### src/common/odt_macros.svh
// DDR3 ODT widths and timing for a half-rate controller; the read pipe depth must be 2**ODT_TCL_W
`ifndef ODT_MACROS_SVH
`define ODT_MACROS_SVH

// configuration field widths
`define ODT_TCL_W 4
`define ODT_CWL_W 4

// read delay pipe covers every tcl value
`define ODT_READ_PIPE_DEPTH 16

// two memory-clock phases per controller clock
`define ODT_PHASES_PER_CLK 2

// ODT high time in memory cycles, BL8 and BC4
`define ODT_HOLD_BL8 6
`define ODT_HOLD_BC4 4

// hold counter only has to reach the BL8 limit of 2
`define ODT_COUNT_W 2

`endif

### src/common/odt_pkg.sv
// ODT generator types; widths come from odt_macros.svh and must agree with the DDR3 mode registers
`include "odt_macros.svh"

package odt_pkg;

    typedef logic [`ODT_TCL_W-1:0]   tcl_t;
    typedef logic [`ODT_CWL_W-1:0]   cwl_t;
    // tcl minus cwl, never negative in a legal setup
    typedef logic [`ODT_TCL_W-1:0]   lat_diff_t;
    typedef logic [`ODT_COUNT_W-1:0] hold_count_t;

    // single-cycle strobes from the bank scheduler
    typedef struct packed {
        logic do_write;
        logic do_read;
        logic burst_chop;
    } odt_cmd_t;

    // quasi-static, only changed while no window is open
    typedef struct packed {
        tcl_t tcl;
        cwl_t cwl;
        logic output_regd;
    } odt_cfg_t;

    // odt_h is the first memory-clock phase, odt_l the second
    typedef struct packed {
        logic odt_h;
        logic odt_l;
    } odt_pins_t;

endpackage

### src/odt_gen/odt_burst_timer.sv
// ODT hold window counter for one command stream; a new go restarts the window
`timescale 1ns/100ps
`include "odt_macros.svh"

module odt_burst_timer
(
    input  logic ctl_clk,
    input  logic ctl_reset_n,
    input  logic go,
    input  logic chop,
    output logic busy
);

    // hold time in controller clocks, minus the strobe cycle itself
    localparam odt_pkg::hold_count_t limit_bl8 =
        odt_pkg::hold_count_t'(`ODT_HOLD_BL8 / `ODT_PHASES_PER_CLK - 1);
    localparam odt_pkg::hold_count_t limit_bc4 =
        odt_pkg::hold_count_t'(`ODT_HOLD_BC4 / `ODT_PHASES_PER_CLK - 1);

    logic                 chop_q;
    odt_pkg::hold_count_t count;
    odt_pkg::hold_count_t limit;

    always_ff @(posedge ctl_clk or negedge ctl_reset_n)
    begin
        if (!ctl_reset_n)
        begin
            chop_q <= 1'b0;
        end
        else if (go)
        begin
            chop_q <= chop;
        end
    end

    assign limit = chop_q ? limit_bc4 : limit_bl8;

    always_ff @(posedge ctl_clk or negedge ctl_reset_n)
    begin
        if (!ctl_reset_n)
        begin
            count <= '0;
        end
        else if (go)
        begin
            count <= odt_pkg::hold_count_t'(1);
        end
        else if (count >= limit)
        begin
            count <= '0;
        end
        else if (count != '0)
        begin
            count <= count + 1'b1;
        end
    end

    assign busy = (count != '0);

    a_count_range : assert property (
        @(posedge ctl_clk) disable iff (!ctl_reset_n)
        count <= limit_bl8
    );

endmodule

### src/odt_gen/odt_gen_top.sv
// DDR3 half-rate ODT generator; read and write windows must not overlap, cfg changes only when idle
`timescale 1ns/100ps

module odt_gen_top
(
    input  logic               ctl_clk,
    input  logic               ctl_reset_n,
    input  odt_pkg::odt_cfg_t  cfg,
    input  odt_pkg::odt_cmd_t  cmd,
    output odt_pkg::odt_pins_t odt
);

    logic rd_go;
    logic rd_chop;
    logic odd_diff;
    logic wr_busy;
    logic rd_busy;

    odt_read_align read_align_i (
        .ctl_clk     (ctl_clk),
        .ctl_reset_n (ctl_reset_n),
        .cfg         (cfg),
        .cmd         (cmd),
        .rd_go       (rd_go),
        .rd_chop     (rd_chop),
        .odd_diff    (odd_diff)
    );

    // writes take the raw strobe and chop bit
    odt_burst_timer wr_timer_i (
        .ctl_clk     (ctl_clk),
        .ctl_reset_n (ctl_reset_n),
        .go          (cmd.do_write),
        .chop        (cmd.burst_chop),
        .busy        (wr_busy)
    );

    odt_burst_timer rd_timer_i (
        .ctl_clk     (ctl_clk),
        .ctl_reset_n (ctl_reset_n),
        .go          (rd_go),
        .chop        (rd_chop),
        .busy        (rd_busy)
    );

    odt_phase_gen phase_gen_i (
        .ctl_clk     (ctl_clk),
        .ctl_reset_n (ctl_reset_n),
        .wr_go       (cmd.do_write),
        .rd_go       (rd_go),
        .wr_busy     (wr_busy),
        .rd_busy     (rd_busy),
        .odd_diff    (odd_diff),
        .output_regd (cfg.output_regd),
        .odt         (odt)
    );

endmodule

### src/odt_gen/odt_phase_gen.sv
// Half-rate ODT pin builder; output_regd adds one cycle to both phases and must be quasi-static
`timescale 1ns/100ps

module odt_phase_gen
(
    input  logic               ctl_clk,
    input  logic               ctl_reset_n,
    input  logic               wr_go,
    input  logic               rd_go,
    input  logic               wr_busy,
    input  logic               rd_busy,
    input  logic               odd_diff,
    input  logic               output_regd,
    output odt_pkg::odt_pins_t odt
);

    logic premux_odt_h;
    logic premux_odt_h_r;
    logic rd_busy_r;
    logic odt_h_int;
    logic odt_l_int;
    logic odt_h_int_r;
    logic odt_l_int_r;

    // unshifted high phase, open in the strobe cycle itself
    assign premux_odt_h = wr_go | rd_go | wr_busy | rd_busy;

    // odd read difference lands half a clock late, so the high phase
    // follows one clock behind the read window
    always_ff @(posedge ctl_clk or negedge ctl_reset_n)
    begin
        if (!ctl_reset_n)
        begin
            premux_odt_h_r <= 1'b0;
            rd_busy_r      <= 1'b0;
        end
        else
        begin
            premux_odt_h_r <= rd_go | (rd_busy & odd_diff);
            rd_busy_r      <= rd_busy;
        end
    end

    always_comb
    begin
        if (odd_diff && (rd_go || rd_busy_r))
        begin
            odt_h_int = premux_odt_h_r;
        end
        else
        begin
            odt_h_int = premux_odt_h;
        end
    end

    // low phase trails the high phase by one clock for both reads and writes
    always_ff @(posedge ctl_clk or negedge ctl_reset_n)
    begin
        if (!ctl_reset_n)
        begin
            odt_l_int <= 1'b0;
        end
        else
        begin
            odt_l_int <= wr_go | rd_go | wr_busy | rd_busy;
        end
    end

    // optional extra output stage
    always_ff @(posedge ctl_clk or negedge ctl_reset_n)
    begin
        if (!ctl_reset_n)
        begin
            odt_h_int_r <= 1'b0;
            odt_l_int_r <= 1'b0;
        end
        else
        begin
            odt_h_int_r <= odt_h_int;
            odt_l_int_r <= odt_l_int;
        end
    end

    assign odt.odt_h = output_regd ? odt_h_int_r : odt_h_int;
    assign odt.odt_l = output_regd ? odt_l_int_r : odt_l_int;

    // aligned read and raw write come from different blocks
    a_no_rd_wr_overlap : assert property (
        @(posedge ctl_clk) disable iff (!ctl_reset_n)
        !(wr_go && rd_go)
    );

endmodule

### src/odt_gen/odt_read_align.sv
// Read ODT aligner; needs tcl >= cwl and a stable cfg for 3 cycles before the next read
`timescale 1ns/100ps
`include "odt_macros.svh"

module odt_read_align
(
    input  logic              ctl_clk,
    input  logic              ctl_reset_n,
    input  odt_pkg::odt_cfg_t cfg,
    input  odt_pkg::odt_cmd_t cmd,
    output logic              rd_go,
    output logic              rd_chop,
    output logic              odd_diff
);

    odt_pkg::lat_diff_t diff;
    odt_pkg::lat_diff_t sel_unreg;
    odt_pkg::lat_diff_t sel;
    logic               diff_small;

    logic [`ODT_READ_PIPE_DEPTH-1:0] rd_pipe;
    logic [`ODT_READ_PIPE_DEPTH-1:0] chop_pipe;

    // ODTLon/ODTLoff follow cwl, so reads have to wait tcl - cwl memory cycles
    always_ff @(posedge ctl_clk or negedge ctl_reset_n)
    begin
        if (!ctl_reset_n)
        begin
            diff <= '0;
        end
        else
        begin
            diff <= cfg.tcl - cfg.cwl;
        end
    end

    // two memory cycles per clock, so the delay is half the difference rounded up
    // tap 0 is already one clock late, hence the minus one below
    assign sel_unreg = (diff >> 1) + odt_pkg::lat_diff_t'(diff[0]);

    always_ff @(posedge ctl_clk or negedge ctl_reset_n)
    begin
        if (!ctl_reset_n)
        begin
            sel        <= '0;
            diff_small <= 1'b1;
            odd_diff   <= 1'b0;
        end
        else
        begin
            diff_small <= (diff < odt_pkg::lat_diff_t'(`ODT_PHASES_PER_CLK));
            odd_diff   <= diff[0];
            if (sel_unreg != '0)
            begin
                sel <= sel_unreg - 1'b1;
            end
            else
            begin
                sel <= '0;
            end
        end
    end

    // several reads may be in flight at once
    always_ff @(posedge ctl_clk or negedge ctl_reset_n)
    begin
        if (!ctl_reset_n)
        begin
            rd_pipe <= '0;
        end
        else
        begin
            rd_pipe <= {rd_pipe[`ODT_READ_PIPE_DEPTH-2:0], cmd.do_read};
        end
    end

    always_ff @(posedge ctl_clk)
    begin
        chop_pipe <= {chop_pipe[`ODT_READ_PIPE_DEPTH-2:0], cmd.burst_chop};
    end

    assign rd_go   = diff_small ? cmd.do_read    : rd_pipe[sel];
    assign rd_chop = diff_small ? cmd.burst_chop : chop_pipe[sel];

    a_tcl_ge_cwl : assert property (
        @(posedge ctl_clk) disable iff (!ctl_reset_n)
        cfg.tcl >= cfg.cwl
    );

endmodule

### config.mk
export PLATFORM = sky130hd
export DESIGN_NAME = odt_gen_top
export DESIGN_NICKNAME = d
export VERILOG_FILES = /design/src/common/odt_pkg.sv /design/src/odt_gen/odt_burst_timer.sv /design/src/odt_gen/odt_gen_top.sv /design/src/odt_gen/odt_phase_gen.sv /design/src/odt_gen/odt_read_align.sv
export VERILOG_INCLUDE_DIRS = /design/src /design/src/common
export SDC_FILE = /design/constraint.sdc
export NUM_CORES = 1
export LEC_CHECK = 0
export BUFFER_PORTS_ARGS = -buffer_cell sky130_fd_sc_hd__buf_4
export CAP_MARGIN = 20
export CORE_MARGIN = 2
export CORE_UTILIZATION = 47
export CTS_BUF_LIST = sky130_fd_sc_hd__clkbuf_4
export CTS_CLUSTER_DIAMETER = 100
export CTS_CLUSTER_SIZE = 24
export DETAILED_ROUTE_END_ITERATION = 10
export PLACE_DENSITY = 0.76
export SETUP_SLACK_MARGIN = 0.3
export SLEW_MARGIN = 20
export SYNTH_ARGS = -nofsm -noshare
export SYNTH_HDL_FRONTEND = slang
export SYNTH_SLANG_ARGS = --single-unit
### constraint.sdc
create_clock -name ctl_clk -period 2.3 [get_ports ctl_clk]
set_input_delay 0.46 -clock ctl_clk [delete_from_list [all_inputs] [get_ports ctl_clk]]
set_output_delay 0.46 -clock ctl_clk [all_outputs]
set_load 0.02 [all_outputs]
Word level (Yosys, flattened, before mapping)
Index checks and enable logic that the tools add are counted.
{"block": "totals", "reg_bits": 53, "input_bits": 14, "output_inout_bits": 2, "elab_cells": 54}
{"block": "op_classes", "add_sub_neg": 5, "n_lt_le_gt_ge": 4, "n_mux": 18, "bitwise": 5, "n_reduce_logical": 7}
{"cell": "$mux W2", "n": 8}
{"cell": "$bmux W1 S4", "n": 2}
{"cell": "$mux W1", "n": 7}
{"cell": "$reduce_bool A3 Y1", "n": 2}
{"cell": "$lt A4 B5 Y1 const B", "n": 1}
{"cell": "$add A2 B1 Y2 const B", "n": 2}
{"cell": "$add A3 B1 Y4", "n": 1}
{"cell": "$ge A2 B2 Y1", "n": 2}
{"cell": "$lt A4 B2 Y1 const B", "n": 1}
{"cell": "$mux W4", "n": 1}
{"cell": "$or A1 B1 Y1", "n": 4}
{"cell": "$reduce_bool A2 Y1", "n": 2}
{"cell": "$reduce_bool A4 Y1", "n": 1}
{"cell": "$sub A4 B1 Y4 const B", "n": 1}
{"cell": "$sub A4 B4 Y4", "n": 1}
{"cell": "$and A1 B1 Y1", "n": 1}
{"cell": "$logic_and A1 B1 Y1", "n": 1}
{"cell": "$logic_or A1 B1 Y1", "n": 1}

Longest topological paths before layout
{"block": "logic_depth", "depth_word": 8, "ltp_mapped": 6, "ltp_nobuf": 6}

Hierarchy
Synthesis repeated with hierarchy kept, for this count alone.
{"block": "hier_totals", "cells_unflattened": 139, "hier_area_um2": 2077.0}
{"mod": "odt_read_align", "instances": 1, "cells_per_inst": 96, "area_per_inst_um2": 1497.7, "seq_area_each_um2": 972.2}
{"mod": "odt_burst_timer", "instances": 2, "cells_per_inst": 16, "area_per_inst_um2": 196.4, "seq_area_each_um2": 75.1}
{"mod": "odt_phase_gen", "instances": 1, "cells_per_inst": 11, "area_per_inst_um2": 186.4, "seq_area_each_um2": 125.1}

Worst setup path after synthesis
Ideal clock, no wire load.
{"block": "synth_timing", "path_type": "reg-to-output", "startpoint": "reg read_align_i.sel[1]", "endpoint": "out odt[1] (netlist name)", "t_arrival_ns": 1.834, "required_ns": 1.840, "slack_ns": 0.006, "stages_incl_launch_ff": 7, "n_path_buf": 1, "path_cell_list": "dfrtp_1 > buf_6 > mux2i_1 > mux4_2 > a31oi_4 > a221oi_2 > o31ai_2"}
{"element": "start: declaration", "line_no": "odt_read_align.sv:18", "rtl": "odt_pkg::lat_diff_t sel;"}
{"element": "start signal: assignment", "line_no": "odt_read_align.sv:55", "rtl": "sel <= sel_unreg - 1'b1;"}
{"element": "end: declaration", "line_no": "odt_gen_top.sv:10", "rtl": "output odt_pkg::odt_pins_t odt"}

==> impl_metrics.ini <==
[floorplan]
die-area_mm2 = 0.00497
die_h_um = 70.5
num_rows = 24
initial_utilization_pct = 48.4
coreArea_mm2 = 0.00429
die_w_um = 70.5
pin_count = 16

[route]
vias = 1201
avgRoutedWirePerCell_um = 14.8
drc = 0
wirelength_met1_um = 1380
detail_route.iter0.violations = 50
met3WireLength_um = 129
postRouteAntennaNets = 0
met2WireLength_um = 1800
firstDrtPassIters = 4
top_layer = met4
postRouteWirelength_um = 3370
via_per_inst = 5.27

[yosys]
synth_nets = 175
netlist_area_mm2 = 0.00208
ys_seq_elements = 53
synthCells = 149
synth_edf_count = 0
yosys-top-cells-count = 36 x dfrtp_1, 16 x dfxtp_1, 16 x inv_1
synth_most_common_cell = dfrtp_1
ys.flop_type = dfrtp_1
synth_top_area_cell = dfrtp_1
yosysSeqAreaShare_pct = 60.0
syn_avg_cell_area_um2 = 14.0
synthDistinctLibCells = 30
synthArstFlopShare_pct = 69.8
netlist.area_leader.share_pct = 43.3
ys_warn_count = 0
ys_top_cells_by_area = dfrtp_1 43%, dfxtp_1 15%, ha_1 6.6%, mux4_2 5.4%, mux2i_1 3.4%

[sta]
hold_violations = 0
timing.hold.ws_ns = 0.00674
period_share_pct = 117
setup_viol = 1
relSlewSlack_pct = 70.3
period_minus_slack_ns = 2.70
fmax_mhz = 370
grt_setup_unrepaired = yes
tightestPinTransition_ns = 0.446
maxSlewViolCount = 0
tns_ns = -0.399
worst_slack_ns = -0.399
clock_skew_ns = 0.0137

[global_route]
grt_pass1_wl_um = 5720
antenna_found_initial = 0
grt_pass1_vias = 1272
grt_overflow = 0
grt_max_degree = 38
grtUsageTotal_pct = 15.2

[layout]
finalNetCount = 201
antennaDiodeCount = 0
area_delta_synth_final_pct = 13.7
drive_above_1_share_pct = 25.0

[pwr]
power.internal_w = 0.00164
clockPowerShare_pct = 17.1
pwr-share-comb_pct = 33.3
power_frac_seq_pct = 49.6
ir_worst_vdd_mv = 0.294
p_per_area_mw_per_mm2 = 1030
p_leak_nw = 1.08
power.total_w = 0.00243
switchingPower_w = 0.000797
switching_share_pct = 32.7

[worst_setup_path]
r2r_slack_ns = 0.41
reg2reg_depth = 6
crit_start = read_align_i.sel[1]
cp-endpoint = odt[1]
cpMaxStageDelayCell = dfrtp_2
worstSetupPathType = reg2out
critPathBufInv = 1
cp.depth = 6
cp.arrival_ns = 2.24
end_kind = output pin
cp_top_family = multiplexers
start_kind = register
worstPathMaxFanout = 6
slowest_delay_ns = 0.50
r2r_start = read_align_i.sel[1]
path_cells = mux2i_1 -> mux4_2 -> a31oi_4 -> a221oi_4 -> o31ai_4 -> buf_6
r2r_end = rd_timer_i.count[1]
required_ns = 1.84

[clock_tree]
h-tree-depth = 2
cts_buffer_depth = 2
clkSlewWorstSetupHoldPaths_ns = 0.15
numCtsBuffers = 5
clkSinkCount = 53
root_buffer = clkbuf_4
cts_tree = yes
ctsHoldBuffers = 0
clk_latency_ns = 0.37

[hold_path]
hold_class = in2async

[placement]
gp_congestion = 0.790
portBuffers = 15
hpwl_um = 2480

[outcome]
status = finished with violations
violations = setup timing

[run]
maxCapViolCount = 0
[how the worst min path moves through the flow]
stage | from | to | cells after the start
6_report | ctl_reset_n | rd_timer_i.count[1] | 1
5_1_grt | ctl_reset_n | phase_gen_i.odt_l_int_r | 1
4_1_cts | ctl_reset_n | read_align_i.rd_pipe[10] | 1
3_5_place_dp | read_align_i.chop_pipe[8] | read_align_i.chop_pipe[9] | 0
3_3_place_gp | read_align_i.chop_pipe[14] | read_align_i.chop_pipe[15] | 0
2_1_floorplan | ctl_reset_n | phase_gen_i.odt_h_int_r | 0
[cells in the final DEF, fill, tap and decap left out, drive strengths merged, types with 2 or more instances in the layout]
| cell | instances |
|---|---|
| clkbuf | 5 |
| and3 | 2 |
| inv | 18 |
| nand3 | 2 |
| nor3 | 2 |
| nand2 | 9 |
| mux2 | 4 |
| xnor2 | 6 |
| ha | 11 |
| nor2 | 4 |
| mux2i | 7 |
| dfrtp | 36 |
| buf | 21 |
| nand2b | 3 |
| o21ai | 2 |
| a21o | 3 |
| a21oi | 6 |
| mux4 | 7 |
| dfxtp | 16 |
[what timing repair did]
action                     in CTS  in global routing
gates resized for setup         4                  0
buffers inserted                1                  0
setup endpoints to repair       1                  1
pin swaps                       3                  0
[cell type report]
cell class,count,area [um^2]
clock buffers,5,37.5
clock inverters,3,20.0
fillers,351,1930
inverters,16,60.1
multi-input cells,78,769
flip-flops and latches,53,1250
well taps,52,65.1
repair buffers,21,161
[power groups by stage]
stage / clock network, W / logic, W / registers [W]
detailed placement: 0 / 0.000791 / 0.00122
finish: 0.000416 / 0.000811 / 0.00121
floorplan: 0 / 0.000625 / 0.00116
global placement: 0 / 0.000728 / 0.00120
global route: 0.000466 / 0.000907 / 0.00122
CTS: 0.000429 / 0.000824 / 0.00120
[worst register-to-register path, stage by stage (launching register included)]
cell and delay (ns):
dfrtp_2 0.50, mux2i_1 0.14, mux4_2 0.50, a31oi_4 0.24, buf_4 0.16, nand2_1 0.10
and3_1 0.17
[cells by family after synthesis]
group | count (synthesis) | synth area share [%]
buffers and inverters | 18 | 3.97
DFF | 53 | 60.0
xor gates and xnor gates | 6 | 2.53
muxes | 18 | 13.5
adders and majority gates | 12 | 7.58
and+or+nand+nor | 24 | 5.54
AOI/OAI and AO/OA | 18 | 6.92
[metrics by stage]
step / utilization, % / cell area, um^2 / cells / setup WS (ns)
finish: 55.0 / 2360 / 228 / -0.399
global route: 55.0 / 2360 / 228 / -0.514
CTS: 55.0 / 2360 / 228 / -0.437
detailed placement: 53.1 / 2280 / 219 / -0.0429
global placement: 53.1 / 2280 / 219 / 0.0282
floorplan: - / 2090 / 149 / 0.0877
[metal layers]
metal  vias up  GRT usage, %
met2        23          25.9
met3         7          4.04
met1       603          18.0
li1        568             -
met4         0          7.05
met5         -             0
[registers in the layout, summed over array words and instances (netlist names), 2 cells and up]
register / flops
read_align_i.sel: 4
read_align_i.chop_pipe: 16
read_align_i.diff: 4
wr_timer_i.count: 2
read_align_i.rd_pipe: 16
rd_timer_i.count: 2
Power figures use the tool's default switching activity.
